===== src/alu_pkg.sv =====
// ---------------------------------------------------------------------
// datapath operation types shared by decode and execute
// alu operation codes, flag bit positions, port b source select
// ---------------------------------------------------------------------
`default_nettype none

package alu_pkg;

   typedef enum logic [3:0] {
      ALU_SLL  = 4'b0000,
      ALU_SRL  = 4'b0001,
      ALU_ADD  = 4'b0010,
      ALU_SUB  = 4'b0011,
      ALU_AND  = 4'b0100,
      ALU_OR   = 4'b0101,
      ALU_XOR  = 4'b0110,
      ALU_NOR  = 4'b0111,
      ALU_SLT  = 4'b1010,   // signed compare
      ALU_SLTU = 4'b1011    // unsigned compare
   } aluop_t;

   typedef logic [2:0] alu_flags_t;

   localparam int FLAG_ZERO = 0;  // result all zero
   localparam int FLAG_NEG  = 1;  // result msb
   localparam int FLAG_OVF  = 2;  // signed overflow, add/sub only

   // port b source
   typedef enum logic [1:0] {
      SRC_RT  = 2'd0,  // register rt
      SRC_IMM = 2'd1,  // extended imm16
      SRC_LUI = 2'd2   // imm16 in upper half
   } alusrc_t;

endpackage

`default_nettype wire


===== src/cpu_types_pkg.sv =====
// ---------------------------------------------------------------------
// instruction set encoding for the decode/execute slice
// word and register index types, opcode and funct values
// import into any module that splits or carries instruction fields
// ---------------------------------------------------------------------
`default_nettype none

package cpu_types_pkg;

   typedef logic [31:0] word_t;    // data and instruction word
   typedef logic [4:0]  regbits_t; // register index, 32 registers

   // primary opcode field, instr[31:26]
   typedef enum logic [5:0] {
      RTYPE = 6'b000000,            // decode continues on funct
      BEQ   = 6'b000100,
      BNE   = 6'b000101,
      ANDI  = 6'b001100,
      ORI   = 6'b001101,
      XORI  = 6'b001110,
      LUI   = 6'b001111,
      LW    = 6'b100011,
      SW    = 6'b101011
   } opcode_t;

   // funct field for R-type, instr[5:0]
   typedef enum logic [5:0] {
      SLL   = 6'b000000,
      SRL   = 6'b000010,
      ADD   = 6'b100000,
      ADDU  = 6'b100001,
      SUB   = 6'b100010,
      SUBU  = 6'b100011,
      AND   = 6'b100100,
      OR    = 6'b100101,
      XOR   = 6'b100110,
      NOR   = 6'b100111,
      SLT   = 6'b101010,
      SLTU  = 6'b101011
   } funct_t;

endpackage

`default_nettype wire


===== src/alu.sv =====
// ---------------------------------------------------------------------
// combinational alu, ten operations plus zero, negative and
// signed overflow flags
// shifts move port_b by shamt, port_a is ignored for them
// ---------------------------------------------------------------------
`timescale 1ns/100ps
`default_nettype none

module alu
   import cpu_types_pkg::*, alu_pkg::*;
(
   input  word_t      port_a,
   input  word_t      port_b,
   input  aluop_t     alu_op,
   input  logic [4:0] shamt,
   output word_t      out_val,
   output alu_flags_t flags
);

   word_t sum;
   word_t diff;
   logic  ovf_add;
   logic  ovf_sub;
   logic  ovf;

   assign sum  = port_a + port_b;
   assign diff = port_a - port_b;

   // same signs in, different sign out
   assign ovf_add = (port_a[31] == port_b[31]) && (sum[31] != port_a[31]);
   // opposite signs in, result sign flips from a
   assign ovf_sub = (port_a[31] != port_b[31]) && (diff[31] != port_a[31]);

   always_comb begin
      ovf = 1'b0;
      case (alu_op)
         ALU_ADD: begin
            out_val = sum;
            ovf     = ovf_add;
         end
         ALU_SUB: begin
            out_val = diff;
            ovf     = ovf_sub;
         end
         ALU_AND:  out_val = port_a & port_b;
         ALU_OR:   out_val = port_a | port_b;
         ALU_XOR:  out_val = port_a ^ port_b;
         ALU_NOR:  out_val = ~(port_a | port_b);
         ALU_SLL:  out_val = port_b << shamt;
         ALU_SRL:  out_val = port_b >> shamt;   // logical, zero fill
         ALU_SLT:  out_val = {31'b0, $signed(port_a) < $signed(port_b)};
         ALU_SLTU: out_val = {31'b0, port_a < port_b};
         default:  out_val = '0;
      endcase
   end

   assign flags[FLAG_ZERO] = (out_val == '0);
   assign flags[FLAG_NEG]  = out_val[31];
   assign flags[FLAG_OVF]  = ovf;

endmodule

`default_nettype wire


===== src/control_unit.sv =====
// ---------------------------------------------------------------------
// combinational decode, splits instr into register fields and
// immediate, then derives control levels and alu operation
// purely combinational, no clock
// ---------------------------------------------------------------------
`timescale 1ns/100ps
`default_nettype none

module control_unit
   import cpu_types_pkg::*, alu_pkg::*;
(
   input  word_t    instr,
   output regbits_t rs,
   output regbits_t rt,
   output regbits_t rd,
   output logic [4:0]  shamt,
   output logic [15:0] imm16,
   output logic     regdst,   // 1 = write rd, 0 = write rt
   output logic     extop,    // 1 = sign extend, 0 = zero extend
   output logic     regwr,
   output logic     memwr,
   output logic     memtoreg,
   output logic     is_beq,
   output logic     is_bne,
   output alusrc_t  alu_src,
   output aluop_t   alu_op
);

   opcode_t op;
   funct_t  funct;
   logic    funct_ok;   // funct is one of the supported R-type ops
   aluop_t  alu_op_rtype;

   // field split
   assign op    = opcode_t'(instr[31:26]);
   assign rs    = instr[25:21];
   assign rt    = instr[20:16];
   assign rd    = instr[15:11];
   assign shamt = instr[10:6];
   assign funct = funct_t'(instr[5:0]);
   assign imm16 = instr[15:0];

   // R-type funct to alu op
   always_comb begin
      funct_ok = 1'b1;
      case (funct)
         ADD, ADDU: alu_op_rtype = ALU_ADD;   // no trap on overflow
         SUB, SUBU: alu_op_rtype = ALU_SUB;
         AND:       alu_op_rtype = ALU_AND;
         OR:        alu_op_rtype = ALU_OR;
         XOR:       alu_op_rtype = ALU_XOR;
         NOR:       alu_op_rtype = ALU_NOR;
         SLL:       alu_op_rtype = ALU_SLL;
         SRL:       alu_op_rtype = ALU_SRL;
         SLT:       alu_op_rtype = ALU_SLT;
         SLTU:      alu_op_rtype = ALU_SLTU;
         default: begin
            alu_op_rtype = ALU_ADD;
            funct_ok     = 1'b0;               // unknown funct, no write
         end
      endcase
   end

   // opcode to control levels
   always_comb begin
      regdst   = 1'b0;
      extop    = 1'b1;       // sign extend unless logical imm
      regwr    = 1'b0;
      memwr    = 1'b0;
      memtoreg = 1'b0;
      is_beq   = 1'b0;
      is_bne   = 1'b0;
      alu_src  = SRC_RT;
      alu_op   = ALU_ADD;
      case (op)
         RTYPE: begin
            regdst = 1'b1;
            regwr  = funct_ok;
            alu_op = alu_op_rtype;
         end
         ORI, ANDI, XORI: begin
            extop   = 1'b0;
            regwr   = 1'b1;
            alu_src = SRC_IMM;
            alu_op  = (op == ORI)  ? ALU_OR  :
                      (op == ANDI) ? ALU_AND : ALU_XOR;
         end
         LUI: begin
            extop   = 1'b0;
            regwr   = 1'b1;
            alu_src = SRC_LUI;
            alu_op  = ALU_OR;   // 0 | {imm16, 16'b0}
         end
         LW: begin
            regwr    = 1'b1;
            memtoreg = 1'b1;
            alu_src  = SRC_IMM;   // base + offset
         end
         SW: begin
            memwr   = 1'b1;
            alu_src = SRC_IMM;
         end
         BEQ: begin
            is_beq = 1'b1;
            alu_op = ALU_SUB;     // rs - rt, zero means equal
         end
         BNE: begin
            is_bne = 1'b1;
            alu_op = ALU_SUB;
         end
         default: ;               // unsupported op, all levels low
      endcase
   end

endmodule

`default_nettype wire


===== src/datapath_top.sv =====
// ---------------------------------------------------------------------
// top of the decode/execute slice, one instruction per instr_valid
// results registered one cycle later with a result_valid pulse
// load data enters alongside the instruction it belongs to
// ---------------------------------------------------------------------
`timescale 1ns/100ps
`default_nettype none

module datapath_top
   import cpu_types_pkg::*, alu_pkg::*;
(
   input  logic  CLK,
   input  logic  reset,
   input  logic  instr_valid,
   input  word_t instr,
   input  word_t load_data,
   output word_t result,
   output word_t dcu_addr,
   output word_t dcu_store,
   output logic  result_valid,
   output logic  branch_taken,
   output logic  dcu_ren,
   output logic  dcu_wen
);

   // decode outputs
   regbits_t    rs;
   regbits_t    rt;
   regbits_t    rd;
   logic [4:0]  shamt;
   logic [15:0] imm16;
   logic        regdst;
   logic        extop;
   logic        regwr;
   logic        memwr;
   logic        memtoreg;
   logic        is_beq;
   logic        is_bne;
   alusrc_t     alu_src;
   aluop_t      alu_op;

   // register file ports
   word_t       rdat1;
   word_t       rdat2;
   logic        wen;
   regbits_t    wsel;
   word_t       wdat;

   control_unit control_unit_inst (
      .instr    (instr),
      .rs       (rs),
      .rt       (rt),
      .rd       (rd),
      .shamt    (shamt),
      .imm16    (imm16),
      .regdst   (regdst),
      .extop    (extop),
      .regwr    (regwr),
      .memwr    (memwr),
      .memtoreg (memtoreg),
      .is_beq   (is_beq),
      .is_bne   (is_bne),
      .alu_src  (alu_src),
      .alu_op   (alu_op)
   );

   register_file register_file_inst (
      .CLK   (CLK),
      .reset (reset),
      .wen   (wen),
      .wsel  (wsel),
      .rsel1 (rs),
      .rsel2 (rt),
      .wdat  (wdat),
      .rdat1 (rdat1),
      .rdat2 (rdat2)
   );

   execute_unit execute_unit_inst (
      .CLK          (CLK),
      .reset        (reset),
      .instr_valid  (instr_valid),
      .rt           (rt),
      .rd           (rd),
      .shamt        (shamt),
      .imm16        (imm16),
      .regdst       (regdst),
      .extop        (extop),
      .regwr        (regwr),
      .memwr        (memwr),
      .memtoreg     (memtoreg),
      .is_beq       (is_beq),
      .is_bne       (is_bne),
      .alu_src      (alu_src),
      .alu_op       (alu_op),
      .rdat1        (rdat1),
      .rdat2        (rdat2),
      .load_data    (load_data),
      .wen          (wen),
      .wsel         (wsel),
      .wdat         (wdat),
      .result       (result),
      .dcu_addr     (dcu_addr),
      .dcu_store    (dcu_store),
      .result_valid (result_valid),
      .branch_taken (branch_taken),
      .dcu_ren      (dcu_ren),
      .dcu_wen      (dcu_wen)
   );

endmodule

`default_nettype wire


===== src/execute_unit.sv =====
// ---------------------------------------------------------------------
// execute stage, extends the immediate, picks alu operands, decides
// branches and builds the write-back, then registers the results
// one cycle after instr_valid; register write goes out same cycle
// ---------------------------------------------------------------------
`timescale 1ns/100ps
`default_nettype none

module execute_unit
   import cpu_types_pkg::*, alu_pkg::*;
(
   input  logic        CLK,
   input  logic        reset,
   input  logic        instr_valid,
   input  regbits_t    rt,
   input  regbits_t    rd,
   input  logic [4:0]  shamt,
   input  logic [15:0] imm16,
   input  logic        regdst,
   input  logic        extop,
   input  logic        regwr,
   input  logic        memwr,
   input  logic        memtoreg,
   input  logic        is_beq,
   input  logic        is_bne,
   input  alusrc_t     alu_src,
   input  aluop_t      alu_op,
   input  word_t       rdat1,
   input  word_t       rdat2,
   input  word_t       load_data,
   output logic        wen,
   output regbits_t    wsel,
   output word_t       wdat,
   output word_t       result,
   output word_t       dcu_addr,
   output word_t       dcu_store,
   output logic        result_valid,
   output logic        branch_taken,
   output logic        dcu_ren,
   output logic        dcu_wen
);

   word_t      imm_ext;
   word_t      port_a;
   word_t      port_b;
   word_t      alu_out;
   alu_flags_t alu_flags;
   logic       take;

   assign imm_ext = extop ? {{16{imm16[15]}}, imm16} : {16'b0, imm16};

   // lui ignores rs so the upper value passes through the or
   assign port_a = (alu_src == SRC_LUI) ? '0 : rdat1;

   always_comb begin
      case (alu_src)
         SRC_IMM: port_b = imm_ext;
         SRC_LUI: port_b = {imm16, 16'b0};
         default: port_b = rdat2;
      endcase
   end

   alu alu_inst (
      .port_a  (port_a),
      .port_b  (port_b),
      .alu_op  (alu_op),
      .shamt   (shamt),
      .out_val (alu_out),
      .flags   (alu_flags)
   );

   assign take = (is_beq &  alu_flags[FLAG_ZERO]) |
                 (is_bne & ~alu_flags[FLAG_ZERO]);

   // write-back to register file
   assign wen  = instr_valid & regwr;
   assign wsel = regdst ? rd : rt;
   assign wdat = memtoreg ? load_data : alu_out;   // load lands same cycle

   always_ff @(posedge CLK) begin
      if (reset) begin
         result_valid <= 1'b0;
         branch_taken <= 1'b0;
         dcu_ren      <= 1'b0;
         dcu_wen      <= 1'b0;
         result       <= '0;
         dcu_addr     <= '0;
         dcu_store    <= '0;
      end else begin
         result_valid <= instr_valid;            // one-cycle pulse per instr
         dcu_ren      <= instr_valid & memtoreg;
         dcu_wen      <= instr_valid & memwr;
         if (instr_valid) begin                  // data holds when idle
            branch_taken <= take;
            result       <= wdat;
            dcu_addr     <= alu_out;             // rs + sext(imm) for lw/sw
            dcu_store    <= rdat2;
         end
      end
   end

endmodule

`default_nettype wire


===== src/register_file.sv =====
// ---------------------------------------------------------------------
// 32 x 32-bit register file, register 0 reads as zero
// two combinational read ports, one write port at the clock edge
// a write is visible to reads from the following cycle on
// ---------------------------------------------------------------------
`timescale 1ns/100ps
`default_nettype none

module register_file
   import cpu_types_pkg::*;
(
   input  logic     CLK,
   input  logic     reset,
   input  logic     wen,
   input  regbits_t wsel,
   input  regbits_t rsel1,
   input  regbits_t rsel2,
   input  word_t    wdat,
   output word_t    rdat1,
   output word_t    rdat2
);

   word_t regs [32];

   always_ff @(posedge CLK) begin
      if (reset) begin
         for (int i = 0; i < 32; i++) begin
            regs[i] <= '0;            // whole file clears
         end
      end else if (wen && (wsel != '0)) begin
         regs[wsel] <= wdat;          // writes to r0 dropped
      end
   end

   // no bypass, write lands at the edge
   assign rdat1 = regs[rsel1];
   assign rdat2 = regs[rsel2];

endmodule

`default_nettype wire


===== config.mk =====
export PLATFORM = sky130hd
export DESIGN_NAME = datapath_top
export DESIGN_NICKNAME = d
export VERILOG_FILES = /design/src/alu_pkg.sv /design/src/cpu_types_pkg.sv /design/src/alu.sv /design/src/control_unit.sv /design/src/datapath_top.sv /design/src/execute_unit.sv /design/src/register_file.sv
export SDC_FILE = /design/constraint.sdc
export NUM_CORES = 2
export LEC_CHECK = 0
export BUFFER_PORTS_ARGS = -buffer_cell sky130_fd_sc_hd__buf_2
export CAP_MARGIN = 0
export CORE_ASPECT_RATIO = 0.5
export CORE_MARGIN = 2
export CORE_UTILIZATION = 45
export CTS_CLUSTER_SIZE = 25
export DETAILED_ROUTE_END_ITERATION = 10
export PLACE_DENSITY_LB_ADDON = 0.2
export SLEW_MARGIN = 20
export SYNTH_ARGS = -nofsm -noshare
export SYNTH_HDL_FRONTEND = slang
export SYNTH_SLANG_ARGS = --single-unit
export TNS_END_PERCENT = 10

===== constraint.sdc =====
create_clock -name CLK -period 11.31 [get_ports CLK]
set_input_delay 0.5655 -clock CLK [delete_from_list [all_inputs] [get_ports CLK]]
set_output_delay 0.5655 -clock CLK [all_outputs]
set_load 0.02 [all_outputs]

==> flow_summary.json <==
{
  "status": "finished clean",
  "crit_type": "in -> reg",
  "period_share_pct": 83.6,
  "drive_gt1_share_pct": 20.1,
  "wl_per_cell_microns": 38.1,
  "drv_cap": 0,
  "path_clk_slew_ps": 70,
  "synth_cell_types": 95,
  "gp_congestion": 1.05,
  "setup.worst_path.start": "instr[18]",
  "tritoncts": "built",
  "r2r_setup_slack_ps": 2340,
  "post-route-util_pct": 50.3,
  "initialDrtViolationCount": 9617,
  "ys_seq_area_share_pct": 49.3,
  "antenna_found_initial": 13,
  "numCtsBuffers": 102,
  "htreeDepth": 3,
  "max_freq_mhz": 106,
  "grt_pass1_vias": 51875,
  "core-area_sq_mm": 0.146,
  "synth-edff-count": 1024,
  "cellPowerDensity_mw_per_mm2": 163,
  "clockBufferDepth": 3,
  "timing.setup.tns_ps": 0,
  "slew_headroom_pct": 17.5,
  "yosys-top-cells-count": "nor2_1, edfxtp_1, mux4_2",
  "rows": 99,
  "reg2reg_from": "register_file_inst.regs[8][0]",
  "ys_async_sr_fraction_pct": 0,
  "rr_worst_depth": 24,
  "grt_overflow": 0,
  "cp.arrival_ps": 10060,
  "synth_ff_type": "edfxtp_1",
  "die_x_microns": 548,
  "leakagePower_nw": 27.2,
  "port_buffers": 166,
  "nets": 5959,
  "fin_worst_skew_ps": 60.0,
  "cp.required_ps": 11910,
  "grt_pass1_wl_mm": 409,
  "endpoint_kind": "register",
  "drt_pass1_iterations": 7,
  "rsz0062_at_grt": "false",
  "track_usage_pct": 38.8,
  "min_path_type": "in -> reg",
  "cp_max_fo": 64,
  "die_h_microns": 276,
  "yosys_warnings": 0,
  "drc": 0,
  "period_needed_ps": 9460,
  "hp-start": "reset",
  "hpwl_mm": 199,
  "max-vdd-ir-drop_mv": 0.145,
  "viasPerCell": 7.01,
  "syn-mean-instance-area_sq_um": 11.5,
  "synth_area_sq_mm": 0.0665,
  "synth_top_cells_by_area": "edfxtp_1, mux4_2, nor2_1, mux2i_1, dfxtp_1",
  "ys_seq_elements": 1124,
  "routed_wirelength_mm": 299,
  "finalMaxSlewViolations": 0,
  "die_area_sq_mm": 0.151,
  "clock-root-buffer": "clkbuf_16",
  "setup_viol": 0,
  "crit_path_start_kind": "primary input",
  "synthCells": 5787,
  "via_count": 54956,
  "cts_resized": 0,
  "synth_top_area_share_pct": 46.2,
  "clk_latency_ps": 750,
  "ctsHoldBuffers": 0,
  "yosys.area.top_type": "edfxtp_1",
  "post-cts-setup-buffer-count": 0,
  "grt_max_degree": 91,
  "start_util_pct": 45.4,
  "cts_sinks": 1124,
  "holdPathEnd": "register_file_inst.regs[0][22]",
  "finalHoldViolCount": 0,
  "fillCellCount": 12831,
  "synthMostInstantiatedCell": "nor2_1",
  "holdPathStages": 1,
  "areaGrowthSynthToFinish_pct": 10.7,
  "worst_r2r_endpoint": "execute_unit_inst.branch_taken",
  "ant_nets": 0,
  "ioPinCount": 167,
  "worst_pin_slew_ps": 1240
}
## where the power goes
part / leakage (nW) / internal (mW) / total (mW) / switching (mW)
clock: 1.57 / 1.83 / 3.52 / 1.68
sequential: 11.4 / 4.70 / 4.81 / 0.105
combinational: 14.2 / 1.04 / 3.67 / 2.63
total: 27.2 / 7.58 / 12.0 / 4.41
## registers in the layout (all words and copies together) (netlist names)
| name | count |
|---|---|
| execute_unit_inst.dcu_store | 32 |
| execute_unit_inst.dcu_addr | 32 |
| execute_unit_inst.result_valid | 1 |
| execute_unit_inst.branch_taken | 1 |
| execute_unit_inst.dcu_wen | 1 |
| register_file_inst.regs | 1024 |
| execute_unit_inst.result | 32 |
| execute_unit_inst.dcu_ren | 1 |
## stage by stage
stage | std cells | cell area [sq um] | hold WS, ps | setup WS [ps] | power (mW)
final | 7839 | 73600 | 195 | 1850 | 12.0
after global routing | 7837 | 73600 | 176 | 1860 | 12.3
after CTS | 7834 | 73500 | 165 | 2280 | 11.8
after detailed placement | 7647 | 70200 | 453 | 1610 | 8.37
after global placement | 7645 | 70200 | 461 | 1640 | 8.34
after floorplan | 5818 | 66600 | 521 | 3530 | 6.87
## kinds of logic after synthesis
kind of cell	share of synthesized area, %
multiplexers	20.6
XOR/XNOR	0.435
AND/OR/NAND/NOR	12.8
other	0.00564
buffers and inverters	3.94
AO/OA/AOI/OAI	10.9
adder cells (fa/ha/maj)	2.04
flip-flops	49.3
## worst max-delay path, cell delays in order
cell,delay (ps)
buf_6,570
buf_4,650
mux4_2,400
inv_1,90
o22ai_1,200
o41ai_2,950
and2_1,490
inv_1,150
ha_1,280
fa_1,490
a211oi_1,400
o21ai_0,240
a41o_1,320
a21o_1,250
a311o_1,340
and3_1,180
o21ai_0,200
o2111ai_1,140
or3_1,430
or4_1,540
nor4_1,870
nand4_1,330
nor4b_1,430
nand4_1,180
xnor2_1,190
o21ai_1,70
## layout by cell type (no fill, tap or decap), drive strengths merged, types with 14 or more instances in the layout
| cell | count |
|---|---|
| edfxtp | 1024 |
| nor2 | 1310 |
| conb | 32 |
| clkinv | 42 |
| a32oi | 21 |
| a211oi | 67 |
| dfxtp | 100 |
| nand3 | 66 |
| nand2b | 84 |
| a211o | 15 |
| a21oi | 232 |
| buf | 410 |
| clkbuf | 133 |
| a22oi | 162 |
| o22ai | 53 |
| xnor2 | 30 |
| a21o | 57 |
| and2 | 25 |
| nand2 | 318 |
| nand4 | 16 |
| o21a | 19 |
| or3 | 24 |
| o221ai | 18 |
| and3 | 14 |
| mux2i | 325 |
| o211ai | 44 |
| nor3 | 67 |
| o41ai | 14 |
| nor4 | 39 |
| mux4 | 459 |
| nor2b | 18 |
| o31ai | 18 |
| a2111oi | 14 |
| ha | 105 |
| o21ai | 120 |
| a31oi | 38 |
| a221oi | 19 |
| inv | 114 |
## metal layers
layer,wire length [microns],vias to the layer above,share of wire [%],global-route usage [%]
met2,128000,4586,43,57.4
met1,110000,27760,37,51.8
li1,-,21827,-,-
met5,69,-,0.023,0
met4,13800,10,4.6,15.3
met3,47500,773,16,14.7
## area by class of cell
type | count | area, sq um | area share (%)
diodes | 2 | 5.00 | 0.00680
clock buffers | 133 | 2700 | 3.67
repair buffers | 410 | 2880 | 3.92
clock inverters | 54 | 531 | 0.721
inverters | 110 | 414 | 0.563
multi-input cells | 4037 | 31800 | 43.3
flip-flops and latches | 1124 | 32800 | 44.5
well taps | 1969 | 2460 | 3.35
## worst max-delay path by stage
stage | to | slack, ps | cells after the start
finish | execute_unit_inst.branch_taken | 1850 | 26
global route | execute_unit_inst.branch_taken | 1860 | 26
CTS | execute_unit_inst.branch_taken | 2280 | 26
detailed placement | execute_unit_inst.branch_taken | 1610 | 26
global placement | execute_unit_inst.branch_taken | 1640 | 26
floorplan | execute_unit_inst.branch_taken | 3530 | 27
Note: power is estimated with default switching activity, not from simulation.
